File: config.mk
export PLATFORM = sky130hd
export DESIGN_NAME = downsize_ctrl
export DESIGN_NICKNAME = d
export VERILOG_FILES = /design/src/stream_pkg.sv /design/src/downsize_ctrl.sv
export VERILOG_INCLUDE_DIRS = /design/src
export SDC_FILE = /design/constraint.sdc
export NUM_CORES = 1
export LEC_CHECK = 0
export ABC_AREA = 1
export BUFFER_PORTS_ARGS = -buffer_cell sky130_fd_sc_hd__buf_2
export CORE_AREA = 2 2 39 41
export DETAILED_ROUTE_END_ITERATION = 8
export DIE_AREA = 0 0 41 43
export PLACE_DENSITY_LB_ADDON = 0.08
export SETUP_SLACK_MARGIN = 0.15
export SLEW_MARGIN = 40
export SYNTH_ARGS = -nofsm -noshare
export SYNTH_HDL_FRONTEND = slang
export SYNTH_SLANG_ARGS = --single-unit
export TNS_END_PERCENT = 5
File: constraint.sdc
create_clock -name axi_aclk -period 2.3 [get_ports axi_aclk]
set_input_delay 0.23 -clock axi_aclk [delete_from_list [all_inputs] [get_ports axi_aclk]]
set_output_delay 0.23 -clock axi_aclk [all_outputs]
set_load 0.03 [all_outputs]
File: src/conv_macros.svh
// Widths, FIFO depths and fixed metadata ports
// for the 256 to 64 bit AXI4-Stream downsizer

`ifndef CONV_MACROS_SVH
`define CONV_MACROS_SVH

// Stream widths
`define IN_DATA_W  256
`define OUT_DATA_W 64
`define TUSER_W    128

// Metadata fields
`define LEN_W  16
`define PORT_W 8

// One 1600-byte packet fits in the beat FIFO
`define BEAT_FIFO_DEPTH_BITS 6
`define LEN_FIFO_DEPTH_BITS  5

`define DEFAULT_SRC_PORT 8'h01
`define DEFAULT_DST_PORT 8'h04

`define LANES (`IN_DATA_W / `OUT_DATA_W)  // Output words per input beat

`endif

File: src/stream_pkg.sv
// Stream types of the downsizer
// Input beats as stored in the beat FIFO, output words and lane index

`include "conv_macros.svh"

package stream_pkg;

   // Input side
   typedef logic [`IN_DATA_W-1:0]   in_data_t;
   typedef logic [`IN_DATA_W/8-1:0] in_strb_t;

   // Beat FIFO entry, last on top
   typedef struct packed {
      logic     last;
      in_strb_t strb;
      in_data_t data;
   } in_beat_t;

   // Output side
   typedef logic [`OUT_DATA_W-1:0]   out_data_t;
   typedef logic [`OUT_DATA_W/8-1:0] out_strb_t;

   typedef logic [$clog2(`LANES)-1:0] lane_idx_t;  // Which output lane of a beat

endpackage

File: src/downsize_ctrl.sv
// Output FSM of the downsizer
// Waits for a whole packet, then steps through the lanes of each beat
// and pops the beat and length FIFOs at the right word

`timescale 1ns/1ns

`include "conv_macros.svh"

module downsize_ctrl (
   input  logic                  axi_aclk,
   input  logic                  axi_resetn,
   input  logic                  beat_empty,
   input  logic                  len_empty,
   input  logic                  beat_last,
   input  logic                  next_lane_empty,
   input  logic                  m_axis_tready,
   output stream_pkg::lane_idx_t lane,
   output logic                  m_axis_tvalid,
   output logic                  m_axis_tlast,
   output logic                  pop_beat,
   output logic                  pop_len
);

   import stream_pkg::*;

   typedef enum logic {
      START,  // Wait for a complete packet
      BODY    // Stream lanes
   } state_t;

   state_t    state;
   state_t    state_next;
   lane_idx_t lane_next;
   logic      word_done;
   logic      end_of_beat;

   ////////////////////////////////////////
   // Output steering
   ////////////////////////////////////////

   assign m_axis_tvalid = (state == BODY) & ~beat_empty;
   assign word_done     = m_axis_tvalid & m_axis_tready;

   // Last lane, or an early end when the next lane of the last beat is empty
   assign end_of_beat = (lane == lane_idx_t'(`LANES - 1)) | (beat_last & next_lane_empty);

   assign m_axis_tlast = m_axis_tvalid & beat_last & end_of_beat;
   assign pop_beat     = word_done & end_of_beat;
   assign pop_len      = pop_beat & beat_last;   // Length held until the final word

   always_comb begin
      lane_next  = lane;
      state_next = state;
      if (word_done) begin
         lane_next = end_of_beat ? '0 : lane + 1'b1;
      end
      case (state)
         START: if (!beat_empty && !len_empty) state_next = BODY;
         BODY:  if (pop_len) state_next = START;
         default: state_next = START;
      endcase
   end

   always_ff @(posedge axi_aclk) begin
      if (!axi_resetn) begin
         state <= START;
         lane  <= '0;
      end else begin
         state <= state_next;
         lane  <= lane_next;
      end
   end

   // AXI4-Stream rule, a presented word is not withdrawn
   a_valid_hold : assert property (@(posedge axi_aclk) disable iff (!axi_resetn)
      m_axis_tvalid && !m_axis_tready |=> m_axis_tvalid)
      else $error("downsize_ctrl: m_axis_tvalid dropped before acceptance");

endmodule

## Word level (Yosys, flattened, before mapping)

Index checks and enable logic that the tools add are counted.

| word-level totals | value |
|---|---|
| flip-flop bits (word level) | 3 |

| operators by class | value |
|---|---|
| add/subtract/negate cells | 1 |
| equal/unequal tests | 1 |
| multiplexer cells | 4 |
| bitwise operators | 10 |
| reduce and logical (&&, ||, !) cells | 3 |

Operator list:

| cell | count |
|---|---|
| $and A1 B1 Y1 | 7 |
| $add A2 B1 Y2 const B | 1 |
| $eq A2 B2 Y1 const B | 1 |
| $logic_not A1 Y1 | 2 |
| $mux W1 | 2 |
| $mux W2 | 1 |
| $not A1 Y1 | 2 |
| $pmux W1 S2 | 1 |
| $logic_and A1 B1 Y1 | 1 |
| $or A1 B1 Y1 | 1 |

## Depth between registers and ports, before layout

Gate-level depths: netlist (run 1).

| depth | value |
|---|---|
| depth after elaboration | 7 |
| gate-level depth with buffers | 6 |
| gate-level depth less buffers | 6 |

## Least setup slack after synthesis (run 1)

OpenSTA, ideal clock, no wires.

| path | value |
|---|---|
| path type | register to output |
| from | register lane[0] |
| to | output m_axis_tlast |
| arrival | 1.555 ns |
| data required time | 2.070 ns |
| slack | 0.515 ns |
| stages on the path, launching flop included | 6 |
| path buffers | 0 |
| path through | dfxtp_1 ha_1 inv_1 nand2_1 inv_2 nor3_1 |

| on the way | value |
|---|---|
| longest elaborated chain between the ends | 3 |

Ends and longest elaborated chain:

| element | line | RTL |
|---|---|---|
| from (decl) | downsize_ctrl.sv:17 | `output stream_pkg::lane_idx_t lane,` |
| from (signal assigned) | downsize_ctrl.sv:70 | `lane <= lane_next;` |
| $eq A2 B2 Y1 | downsize_ctrl.sv:45 | `` assign end_of_beat = (lane == lane_idx_t'(`LANES - 1)) \| (beat_last & next_lane_empty); `` |
| $or A1 B1 Y1 | downsize_ctrl.sv:45 |  |
| $and A1 B1 Y1 | downsize_ctrl.sv:47 | `assign m_axis_tlast = m_axis_tvalid & beat_last & end_of_beat;` |
| to (decl) | downsize_ctrl.sv:19 | `output logic m_axis_tlast,` |

No other way between the ends.

## Worst setup path after layout (run 1)

| path | value |
|---|---|
| from | register lane[0] |
| to | output pop_len |

| on the way | value |
|---|---|
| longest elaborated chain between the ends | 4 |

Ends and longest elaborated chain:

| element | line | RTL |
|---|---|---|
| $eq A2 B2 Y1 | downsize_ctrl.sv:45 |  |
| $or A1 B1 Y1 | downsize_ctrl.sv:45 |  |
| $and A1 B1 Y1 | downsize_ctrl.sv:48 | `assign pop_beat = word_done & end_of_beat;` |
| $and A1 B1 Y1 | downsize_ctrl.sv:49 | `assign pop_len = pop_beat & beat_last;` |
| to (decl) | downsize_ctrl.sv:21 | `output logic pop_len` |

No other way between the ends.

==> tab_implementation.tex, run 1 <==
\begin{tabular}{lr}
\hline
Metric & Value \\
\hline
\multicolumn{2}{l}{\textbf{Run status}} \\
\quad Result of the run & complete, no violations \\
\multicolumn{2}{l}{\textbf{Floorplan}} \\
\quad Starting density of the core & 15.01\% \\
\quad Die Y-Extent & approximately 43 um \\
\quad I/O pin count & 13 \\
\quad Die area & roughly 1800 um2 \\
\quad Std cell rows & 14 \\
\quad Core region area & 1384 um2 \\
\quad Die width & 41 um \\
\multicolumn{2}{l}{\textbf{Synthesis}} \\
\quad Synthesized net count & 39 \\
\quad Mean Syn Cell Area & between 6 and 7 um2 \\
\quad Synthesized netlist cell count & 31 \\
\quad Sequential cell area fraction in the yosys report & a little under 30\% \\
\quad Unique masters post-synth & 12 \\
\quad Cells taking the most area after synthesis & sky130\_fd\_sc\_hd\_\_dfxtp\_1 29\%, sky130\_fd\_sc\_hd\_\_nor2\_1 14\%, sky130\_fd\_sc\_hd\_\_inv\_1 13\% \\
\quad Flop and latch count out of synthesis & 3 \\
\quad Netlist area before placement & between 200 and 250 um2 \\
\quad Xor/xnor cell area share of the yosys netlist & 0\% \\
\quad Multiplexer fraction of the synthesized cell area & 0\% \\
\quad Compound-gate portion of the synthesized area & between 4 and 5\% \\
\quad Synth warnings & 0 \\
\quad Dominant combinational cell family by area after synthesis & simple AND/OR/NAND/NOR gates \\
\quad Post-synthesis share of cell area spent on full adders, half adders and majority gates & under 10\% \\
\quad Cell type with the largest total area after synthesis & sky130\_fd\_sc\_hd\_\_dfxtp\_1 \\
\quad Simple-Gate Fraction of Synth Area & 45.78\% \\
\quad Yosys top cell area share & between 20 and 30\% \\
\multicolumn{2}{l}{\textbf{Critical path}} \\
\quad Type of origin of the critical path & flip-flop \\
\quad Setup slack on the worst flop-to-flop path & between 1 and 1.5 ns \\
\quad Required time at the worst-slack endpoint & slightly above 2 ns \\
\quad Origin of the critical flop-to-flop path & lane[0] \\
\quad Terminus of the critical flop-to-flop path & state \\
\quad Critical path fanouts, max & 4 \\
\quad Arr. time, crit path & between 1 and 1.5 ns \\
\quad Critical path class & reg2out \\
\quad Critical Path End Type & output port \\
\quad Count of cells along the worst register-to-register path & 6 \\
\multicolumn{2}{l}{\textbf{Global route}} \\
\quad Global-route total usage across every layer & approximately 6.6\% \\
\quad Maximum number of pins on one net before global-route repair & 7 \\
\quad Vias in the first global route & between 150 and 200 \\
\quad Number of antenna violations at the first check in global routing & 0 \\
\quad Wire length of the first global-routing pass & 703 um \\
\quad Global-route congestion overflow total & 0 \\
\multicolumn{2}{l}{\textbf{Place}} \\
\quad Port Buffer Count & 12 \\
\quad DP Area & 287.8 um2 \\
\quad Final weighted congestion in routability-driven placement & $\sim$0.66 \\
\quad Number of instances in the placed design & around 60 \\
\quad Post-DP HPWL & 417.4 um \\
\multicolumn{2}{l}{\textbf{Timing}} \\
\quad Final Max Tran Viols & 0 \\
\quad Post-route clock period utilization & between 60\% and 70\% \\
\quad Worst relative slew slack & between 80 and 90\% \\
\quad Least-Margin Pin Slew & 0.2009 ns \\
\quad Final hold vios & 0 \\
\quad Clock period minus final worst setup slack & $\sim$1.5 ns \\
\quad Total of endpoints with negative setup slack in the final report & 0 \\
\quad Fmax & around 650 MHz \\
\quad RSZ-0062 raised after global routing & false \\
\quad Fin Clk Skew & 0.001088 ns \\
\quad Final TNS setup & 0 ns \\
\multicolumn{2}{l}{\textbf{Layout}} \\
\quad Most frequent standard cell in the layout excluding fill and tap cells & sky130\_fd\_sc\_hd\_\_buf\_2 \\
\quad Most frequent cells in the layout & 12 x sky130\_fd\_sc\_hd\_\_buf\_2, 8 x sky130\_fd\_sc\_hd\_\_nor2\_1, 7 x sky130\_fd\_sc\_hd\_\_inv\_1 \\
\quad Diode count & 0 \\
\quad FILL cells & $\sim$170 \\
\quad Core utilization of the finished layout & a little under a quarter \\
\quad Number of standard cells in the layout, taps in and fillers out & 63 \\
\quad Finished layout cell area & between 300 and 400 um2 \\
\quad Layout-stage area growth over the synthesis result & 51.20\% \\
\quad Proportion of layout cells with a drive suffix above 1 & a little over 40\% \\
\quad Net count, final & 56 \\
\multicolumn{2}{l}{\textbf{Clock network}} \\
\quad CTS Hold Bufs & 0 \\
\quad TritonCTS clock tree & done \\
\quad CTS sink count & 3 \\
\quad Maximum count of clock buffers along a single path & 2 \\
\quad Post-CTS repair timing setup buffer count & 0 \\
\quad Clock root cell & sky130\_fd\_sc\_hd\_\_clkbuf\_4 \\
\quad Clock insertion delay at the later pin of the skew report & between 0.2 and 0.25 ns \\
\quad Number of clock buffers inserted by TritonCTS & 3 \\
\quad Register clock-pin slew on the reported worst setup and hold paths & $\sim$0.030 ns \\
\quad Post-CTS sizing & 0 \\
\quad Htree depth & 1 \\
\multicolumn{2}{l}{\textbf{Power and ir drop}} \\
\quad Worst IR Drop VDD & 0.0002054 V \\
\quad Power density over the cells & $\sim$540 nW/um2 \\
\quad P\_leak & approximately 0.18 nW \\
\multicolumn{2}{l}{\textbf{Worst hold path}} \\
\quad Min-Delay Path Class & in2reg \\
\quad Worst Hold Depth & 3 \\
\quad Worst Hold Endpoint & lane[1] \\
\quad Hold path startpoint & axi\_resetn \\
\multicolumn{2}{l}{\textbf{Detailed routing}} \\
\quad Via density & approximately 3.6 \\
\quad Via Count & approximately 230 \\
\quad Router iterations before antenna repair & 1 \\
\quad \# DRC & 0 \\
\quad Number of DRC violations after detailed-routing iteration 0 & 0 \\
\quad Routed length per instance & about 7.6 um \\
\quad Total Routed Length & approximately 480 um \\
\quad Remaining number of nets flagged by the antenna check after routing & 0 \\
\multicolumn{2}{l}{\textbf{Job}} \\
\quad Count of maximum capacitance violations & 0 \\
\hline
\end{tabular}
==> critical path, stage by stage, from the launching register on <==
cell                      delay, ns
sky130_fd_sc_hd__dfxtp_1       0.36
sky130_fd_sc_hd__ha_1          0.16
sky130_fd_sc_hd__inv_1         0.05
sky130_fd_sc_hd__nand2_1       0.09
sky130_fd_sc_hd__inv_2         0.06
sky130_fd_sc_hd__nor3_4        0.14
sky130_fd_sc_hd__buf_2         0.23
==> kinds of logic after synthesis <==
| kind of cell | count (synthesis) |
|---|---|
| AND/OR/NAND/NOR | 17 |
| adder cells (fa/ha/maj) | 1 |
| AO/OA/AOI/OAI | 2 |
| buffers and inverters | 8 |
| flip-flops | 3 |
==> cell usage after synthesis, drive strengths merged <==
| cell | instances |
|---|---|
| nor3 | 2 |
| o21ai | 2 |
| nor2 | 9 |
| inv | 8 |
| ha | 1 |
| nand3 | 2 |
| dfxtp | 3 |
| nand2 | 4 |
==> flip-flops by register name (all words and copies together), names as in the netlist <==
name,count
lane,2
state,1
==> power by group <==
| group | internal, mW | switching [mW] | leakage [nW] |
|---|---|---|---|
| clock | 0.0648 | 0.0250 | 0.0150 |
| combinational | 0.00870 | 0.0142 | 0.142 |
| sequential | 0.0541 | 0.00191 | 0.0244 |
==> final cells by class <==
type                    count  area (um2)  share of cell area [%]
well taps                  16       20.02                   6.375
inverters                   8       30.03                   9.562
multi-input cells          20       117.6                   37.45
flip-flops and latches      3       60.06                   19.12
repair buffers             12       60.06                   19.12
clock buffers               4       26.28                   8.367
==> how the worst max path moves through the flow <==
| stage | depth (start not counted) | start | slack, ns | to |
|---|---|---|---|---|
| global route | 6 | lane[0] | 0.68 | pop_len |
| floorplan | 5 | lane[0] | 0.51 | m_axis_tlast |
| finish | 6 | lane[0] | 0.76 | pop_len |
| global placement | 6 | lane[0] | 1.01 | pop_len |
| CTS | 6 | lane[0] | 0.72 | pop_len |
| detailed placement | 6 | lane[0] | 0.98 | pop_len |
==> through the flow <==
step | hold WS [ns] | worst slack [ns] | total power [mW]
after floorplan | 0.3422 | 0.5146 | 0.07062
after global placement | 0.4780 | 1.008 | 0.07985
after detailed placement | 0.4824 | 0.9782 | 0.08000
after CTS | 0.2349 | 0.7224 | 0.1762
after global routing | 0.2438 | 0.6822 | 0.1831
final | 0.2436 | 0.7583 | 0.1688
==> metal layers <==
layer / share of wire [%] / GRT usage, %
met1: 41 / 7.029
met2: 50 / 8.125
met3: 7.9 / 3.141
met4: 0 / 8.000
met5: 0 / 0
Power figures use the tool's default switching activity.
==> run 2, diff against run 1 <==
==> constraint.sdc (replaced) <==
create_clock -name axi_aclk -period 1.5 [get_ports axi_aclk]
set_input_delay 0.15 -clock axi_aclk [delete_from_list [all_inputs] [get_ports axi_aclk]]
set_output_delay 0.15 -clock axi_aclk [all_outputs]
set_load 0.03 [all_outputs]
==> run 2 against run 1 <==
Cell area up 23%. Combinational power up 90%. Clock power up 55%. Core utilization up 5.2 points. Worst hold slack worse by 0.089 ns. Clock-buffer cell count unchanged. Largest power group unchanged.
==> tab_implementation.tex, run 2 (synthesis results as in run 1) <==
\begin{tabular}{lr}
\hline
Metric & Value \\
\hline
\multicolumn{2}{l}{\textbf{Run status}} \\
\quad Result of the run & complete, no violations \\
\multicolumn{2}{l}{\textbf{Critical path}} \\
\quad Terminus of the critical flop-to-flop path & state \\
\quad Setup slack on the worst flop-to-flop path & slightly below 0.4 ns \\
\quad Critical path class & reg2out \\
\quad Count of cells along the worst register-to-register path & 8 \\
\quad Critical Path End & pop\_len \\
\quad Origin of the critical flop-to-flop path & lane[0] \\
\quad Required time at the worst-slack endpoint & about 1.4 ns \\
\quad Launch point of the worst path & lane[0] \\
\quad Critical Path End Type & output port \\
\quad Arr. time, crit path & roughly 1.1 ns \\
\quad Type of origin of the critical path & flip-flop \\
\quad Critical path fanouts, max & 3 \\
\multicolumn{2}{l}{\textbf{Floorplan}} \\
\quad Std cell rows & 14 \\
\quad I/O pin count & 13 \\
\quad Die width & 41 um \\
\quad Core region area & around 1400 um2 \\
\quad Die area & $\sim$1800 um2 \\
\quad Die Y-Extent & 43 um \\
\quad Starting density of the core & 15.01\% \\
\multicolumn{2}{l}{\textbf{Timing}} \\
\quad Final TNS setup & 0 ns \\
\quad Fin Clk Skew & 0.0007439 ns \\
\quad Clock period minus final worst setup slack & roughly 1.3 ns \\
\quad Least-Margin Pin Slew & about 0.19 ns \\
\quad Final Max Tran Viols & 0 \\
\quad RSZ-0062 raised after global routing & false \\
\quad Final hold vios & 0 \\
\quad Fmax & a little under 800 MHz \\
\quad Post-route clock period utilization & a little under nine tenths \\
\quad Worst relative slew slack & between 80\% and 90\% \\
\quad Total of endpoints with negative setup slack in the final report & 0 \\
\multicolumn{2}{l}{\textbf{Layout}} \\
\quad Diode count & 0 \\
\quad Net count, final & 60 \\
\quad Number of standard cells in the layout, taps in and fillers out & 67 \\
\quad Flip-flop count of the largest register, all copies and words added & 2 \\
\quad Most frequent cells in the layout & 10 x sky130\_fd\_sc\_hd\_\_buf\_2, 7 x sky130\_fd\_sc\_hd\_\_nor2\_1, 6 x sky130\_fd\_sc\_hd\_\_inv\_1 \\
\quad Proportion of layout cells with a drive suffix above 1 & between 50\% and 60\% \\
\quad Largest register by flop count & lane \\
\quad Layout-stage area growth over the synthesis result & 85.54\% \\
\quad Largest registers in the final layout & lane x2, state x1 \\
\quad Most frequent standard cell in the layout excluding fill and tap cells & sky130\_fd\_sc\_hd\_\_buf\_2 \\
\multicolumn{2}{l}{\textbf{Clock network}} \\
\quad Maximum count of clock buffers along a single path & 2 \\
\quad TritonCTS clock tree & done \\
\quad CTS Hold Bufs & 0 \\
\quad Register clock-pin slew on the reported worst setup and hold paths & 0.03 ns \\
\quad Clock insertion delay at the later pin of the skew report & approximately 0.23 ns \\
\quad Number of clock buffers inserted by TritonCTS & 3 \\
\quad Clock root cell & sky130\_fd\_sc\_hd\_\_clkbuf\_4 \\
\quad CTS sink count & 3 \\
\quad Htree depth & 1 \\
\multicolumn{2}{l}{\textbf{Job}} \\
\quad Count of maximum capacitance violations & 0 \\
\multicolumn{2}{l}{\textbf{Place}} \\
\quad Post-DP HPWL & between 400 and 500 um \\
\quad Port Buffer Count & 12 \\
\quad Final weighted congestion in routability-driven placement & roughly 0.64 \\
\quad Number of instances in the placed design & 59 \\
\multicolumn{2}{l}{\textbf{Worst hold path}} \\
\quad Min-Delay Path Class & in2reg \\
\multicolumn{2}{l}{\textbf{Detailed routing}} \\
\quad \# DRC & 0 \\
\quad Number of DRC violations after detailed-routing iteration 0 & 4 \\
\quad Via density & about 3.6 \\
\quad Routed length per instance & between 8 and 9 um \\
\quad Total Routed Length & approximately 550 um \\
\quad Remaining number of nets flagged by the antenna check after routing & 0 \\
\quad Via Count & 242 \\
\quad Router iterations before antenna repair & 4 \\
\multicolumn{2}{l}{\textbf{Global route}} \\
\quad Global-route congestion overflow total & 0 \\
\quad Vias in the first global route & 228 \\
\quad Wire length of the first global-routing pass & 855 um \\
\quad Maximum number of pins on one net before global-route repair & 7 \\
\quad Global-route total usage across every layer & roughly 7.4\% \\
\quad Number of antenna violations at the first check in global routing & 0 \\
\multicolumn{2}{l}{\textbf{Power and ir drop}} \\
\quad P\_leak & around 0.20 nW \\
\quad Worst IR Drop VDD & between 0.0002 and 0.0003 V \\
\quad Tot Pwr & $\sim$0.27 mW \\
\quad Power density over the cells & 698.0 nW/um2 \\
\hline
\end{tabular}
[run 2: final cells by class]
| cell class | count | area (um2) |
|---|---|---|
| well taps | 16 | 20.02 |
| fillers | 163 | 998.5 |
| inverters | 8 | 32.53 |
| flip-flops and latches | 3 | 62.56 |
| multi-input cells | 20 | 145.1 |
| repair buffers | 16 | 98.84 |
| clock buffers | 4 | 26.28 |
[run 2: how the worst min path moves through the flow]
stage | end | startpoint | depth (start not counted) | slack (ns)
2_1_floorplan | lane[1] | axi_resetn | 2 | 0.26
3_3_place_gp | lane[1] | axi_resetn | 3 | 0.40
3_5_place_dp | lane[1] | axi_resetn | 3 | 0.40
4_1_cts | lane[1] | axi_resetn | 3 | 0.14
5_1_grt | lane[1] | axi_resetn | 3 | 0.16
6_report | lane[1] | axi_resetn | 3 | 0.15
[run 2: what timing repair did]
item	in CTS	in global routing
setup endpoints to repair	3	3
setup buffers	3	1
gates resized for setup	9	3
pin swaps	2	1
[run 2: through the flow]
stage / hold slack (ns) / util, % / setup slack, ns / area (um2)
floorplan: 0.2622 / - / 0.05194 / 215.2
global placement: 0.3962 / 21.34 / 0.2658 / 295.3
detailed placement: 0.3985 / 21.34 / 0.2555 / 295.3
CTS: 0.1447 / 26.76 / 0.1471 / 370.4
global route: 0.1619 / 27.85 / 0.1515 / 385.4
finish: 0.1543 / 27.85 / 0.2152 / 385.4
[run 2: metal layers]
layer / wire, um / up-vias / track usage (%) / part of all wire, %
met5: 0 / - / 0 / 0
met4: 0 / 0 / 6.000 / 0
met3: 38 / 0 / 3.141 / 7.0
met2: 281 / 5 / 9.063 / 51
met1: 226 / 105 / 9.615 / 41
li1: - / 132 / - / -
[run 2: worst max-delay path, cell delays in order (launching register included)]
cell	delay [ns]
sky130_fd_sc_hd__dfxtp_2	0.35
sky130_fd_sc_hd__ha_4	0.13
sky130_fd_sc_hd__inv_2	0.04
sky130_fd_sc_hd__nand2_4	0.06
sky130_fd_sc_hd__inv_4	0.05
sky130_fd_sc_hd__nor3_4	0.13
sky130_fd_sc_hd__buf_6	0.15
[run 2: where the power goes]
group / internal [mW] / switching [mW] / total, mW
registers: 0.0831 / 0.00308 / 0.0862
logic: 0.0182 / 0.0254 / 0.0436
clock network: 0.0995 / 0.0396 / 0.139
total: 0.201 / 0.0681 / 0.269
==> run 3, diff against run 2 <==
--- a/config.mk
+++ b/config.mk
@@ -7,11 +7,13 @@
 export NUM_CORES = 1
 export LEC_CHECK = 0
 export ABC_AREA = 1
-export BUFFER_PORTS_ARGS = -buffer_cell sky130_fd_sc_hd__buf_2
+export CAP_MARGIN = 20
 export CORE_AREA = 2 2 39 41
 export DETAILED_ROUTE_END_ITERATION = 8
 export DIE_AREA = 0 0 41 43
+export DONT_BUFFER_PORTS = 1
 export PLACE_DENSITY_LB_ADDON = 0.08
+export RECOVER_POWER = 25
 export SETUP_SLACK_MARGIN = 0.15
 export SLEW_MARGIN = 40
 export SYNTH_ARGS = -nofsm -noshare
==> run 3 against run 2 <==
First-iteration DRC count shrank 50%. Largest power group unchanged. Sequential share of layout area grew 3.9 points. Total power shrank 5.0%. Core utilization fell by 5.4 points. Clock power about the same.
==> tab_implementation.tex, run 3 (synthesis results as in run 1) <==
\begin{tabular}{lr}
\hline
Metric & Value \\
\hline
\multicolumn{2}{l}{\textbf{Run status}} \\
\quad Result of the run & complete, no violations \\
\multicolumn{2}{l}{\textbf{Timing}} \\
\quad Least-Margin Pin Slew & between 0.4 and 0.5 ns \\
\quad Final Max Tran Viols & 0 \\
\quad RSZ-0062 raised after global routing & true \\
\quad Total of endpoints with negative setup slack in the final report & 0 \\
\quad Slack of the critical path & between 0.2 and 0.25 ns \\
\quad Fin Clk Skew & between 0.001 and 0.0015 ns \\
\quad Final hold vios & 0 \\
\quad Post-route clock period utilization & 86.41\% \\
\quad Worst relative slew slack & about 71\% \\
\quad Final TNS setup & 0 ns \\
\quad Clock period minus final worst setup slack & around 1.3 ns \\
\quad Fmax & 771.5 MHz \\
\multicolumn{2}{l}{\textbf{Critical path}} \\
\quad Slowest library cell on the worst path & sky130\_fd\_sc\_hd\_\_dfxtp\_2 \\
\quad Setup slack on the worst flop-to-flop path & around 0.42 ns \\
\quad Terminus of the critical flop-to-flop path & lane[0] \\
\quad Required time at the worst-slack endpoint & around 1.4 ns \\
\quad Critical path fanouts, max & 3 \\
\quad Critical Path End Type & output port \\
\quad Cells along the critical path & ha\_1 -> inv\_1 -> nand2\_2 -> inv\_4 -> nor3\_4 -> buf\_6 \\
\quad Count of cells along the worst register-to-register path & 4 \\
\quad CP top delay family & flip-flops \\
\quad Bufs and invs on worst path & 3 \\
\quad Origin of the critical flop-to-flop path & lane[0] \\
\quad CP peak stage delay & around 0.32 ns \\
\quad Type of origin of the critical path & flip-flop \\
\quad Critical path class & reg2out \\
\quad Arr. time, crit path & roughly 1.2 ns \\
\multicolumn{2}{l}{\textbf{Floorplan}} \\
\quad Die area & between 1500 and 2000 um2 \\
\quad Std cell rows & 14 \\
\quad Die Y-Extent & 43 um \\
\quad Die width & a little over 40 um \\
\quad Starting density of the core & 15.01\% \\
\quad Core region area & between 1000 and 1500 um2 \\
\quad I/O pin count & 13 \\
\multicolumn{2}{l}{\textbf{Place}} \\
\quad Final weighted congestion in routability-driven placement & between 0.7 and 0.8 \\
\quad Port Buffer Count & 0 \\
\quad Minimum setup slack after placement & $\sim$0.34 ns \\
\quad Post-DP HPWL & 401.5 um \\
\multicolumn{2}{l}{\textbf{Clock network}} \\
\quad Maximum count of clock buffers along a single path & 2 \\
\quad Register clock-pin slew on the reported worst setup and hold paths & about 0.040 ns \\
\quad CTS Hold Bufs & 0 \\
\quad CTS sink count & 3 \\
\quad Number of clock buffers inserted by TritonCTS & 3 \\
\quad Clock insertion delay at the later pin of the skew report & 0.23 ns \\
\quad Clock root cell & sky130\_fd\_sc\_hd\_\_clkbuf\_4 \\
\quad Htree depth & 1 \\
\quad TritonCTS clock tree & done \\
\multicolumn{2}{l}{\textbf{Layout}} \\
\quad Diode count & 0 \\
\quad Most frequent cells in the layout & 7 x sky130\_fd\_sc\_hd\_\_inv\_1, 7 x sky130\_fd\_sc\_hd\_\_nor2\_1 \\
\quad Core utilization of the finished layout & between 20\% and 30\% \\
\quad Largest registers in the final layout & lane x2, state x1 \\
\quad Flip-flop count of the largest register, all copies and words added & 2 \\
\quad Layout-stage area growth over the synthesis result & 49.40\% \\
\quad Net count, final & 50 \\
\quad Proportion of layout cells with a drive suffix above 1 & slightly below 40\% \\
\quad Largest register by flop count & lane \\
\multicolumn{2}{l}{\textbf{Global route}} \\
\quad Number of antenna violations at the first check in global routing & 0 \\
\quad Global-route congestion overflow total & 0 \\
\quad Vias in the first global route & around 200 \\
\quad Wire length of the first global-routing pass & just under 800 um \\
\quad Global-route total usage across every layer & between 7 and 8\% \\
\quad Maximum number of pins on one net before global-route repair & 7 \\
\multicolumn{2}{l}{\textbf{Power and ir drop}} \\
\quad Power density over the cells & slightly above 800 nW/um2 \\
\quad P\_leak & roughly 0.15 nW \\
\quad Gate power share & between 10\% and 20\% \\
\quad Int Power & just under 0.2 mW \\
\quad Sequential share of power & between 30 and 40\% \\
\quad Switching Power & 0.06318 mW \\
\quad Power share of the clock group & around 55\% \\
\quad Switching power share of the total & about a quarter \\
\quad Worst IR Drop VDD & around 0.00024 V \\
\multicolumn{2}{l}{\textbf{Detailed routing}} \\
\quad Router iterations before antenna repair & 2 \\
\quad Number of DRC violations after detailed-routing iteration 0 & 2 \\
\quad \# DRC & 0 \\
\quad Total Routed Length & roughly 490 um \\
\quad Via density & 3.509 \\
\quad Via Count & 200 \\
\quad Routed length per instance & 8.544 um \\
\quad Remaining number of nets flagged by the antenna check after routing & 0 \\
\multicolumn{2}{l}{\textbf{Job}} \\
\quad Count of maximum capacitance violations & 0 \\
\multicolumn{2}{l}{\textbf{Worst hold path}} \\
\quad Min-Delay Path Class & in2reg \\
\quad Hold path startpoint & axi\_resetn \\
\quad Worst Hold Depth & 2 \\
\quad Worst Hold Endpoint & lane[1] \\
\hline
\end{tabular}
run 3: cell types whose count changed in the layout (fill, tap and decap cells not counted), sizes merged:
| cell | previous run | this run |
|---|---|---|
| clkbuf | 4 | 6 |
| buf | 16 | 4 |
run 3: how the worst max path moves through the flow:
stage	from	end	slack [ns]	cells past startpoint
5_1_grt	lane[0]	pop_beat	0.12	5
4_1_cts	lane[0]	pop_len	0.14	6
3_5_place_dp	lane[1]	pop_len	0.34	6
2_1_floorplan	lane[0]	m_axis_tlast	0.05	5
3_3_place_gp	lane[1]	pop_len	0.36	6
6_report	lane[0]	pop_len	0.20	6
run 3: area by class of cell:
type                       instances  area [um2]
fill                             157        1074
multi-input combinational         20       127.6
clock buffer                       4       26.28
sequential                         3       62.56
timing repair buffer               6       41.29
tap                               16       20.02
inverter                           8       32.53
run 3: layer usage:
metal  vias to the layer above  GRT usage, %  wire length, um
li1                        111             -                -
met1                        82         7.692              180
met2                         7         8.438              251
met3                         0         4.188               56
met4                         0         8.000                0
met5                         -             0                0
run 3: what timing repair did:
item,CTS,global route
endpoints found under the setup margin,2,3
pin swaps,2,1
gates resized for setup,5,0
buffers inserted,2,0
run 3: per-stage QoR:
| stage | total power [mW] | area, um2 | instances | hold slack, ns |
|---|---|---|---|---|
| after global placement | 0.1147 | 265.3 | 51 | 0.2692 |
| after floorplan | 0.1094 | 215.2 | 31 | 0.2622 |
| after CTS | 0.2656 | 317.8 | 57 | 0.01057 |
| after global routing | 0.2758 | 310.3 | 57 | 0.01446 |
| after detailed placement | 0.1141 | 265.3 | 51 | 0.2671 |
| final | 0.2556 | 310.3 | 57 | 0.02146 |
run 3: power groups by stage:
stage,clock network [mW],logic (mW),registers (mW)
after floorplan,0,0.0211,0.0883
after global placement,0,0.0280,0.0867
after detailed placement,0,0.0274,0.0867
after CTS,0.149,0.0312,0.0856
after global routing,0.157,0.0335,0.0857
final,0.140,0.0300,0.0856
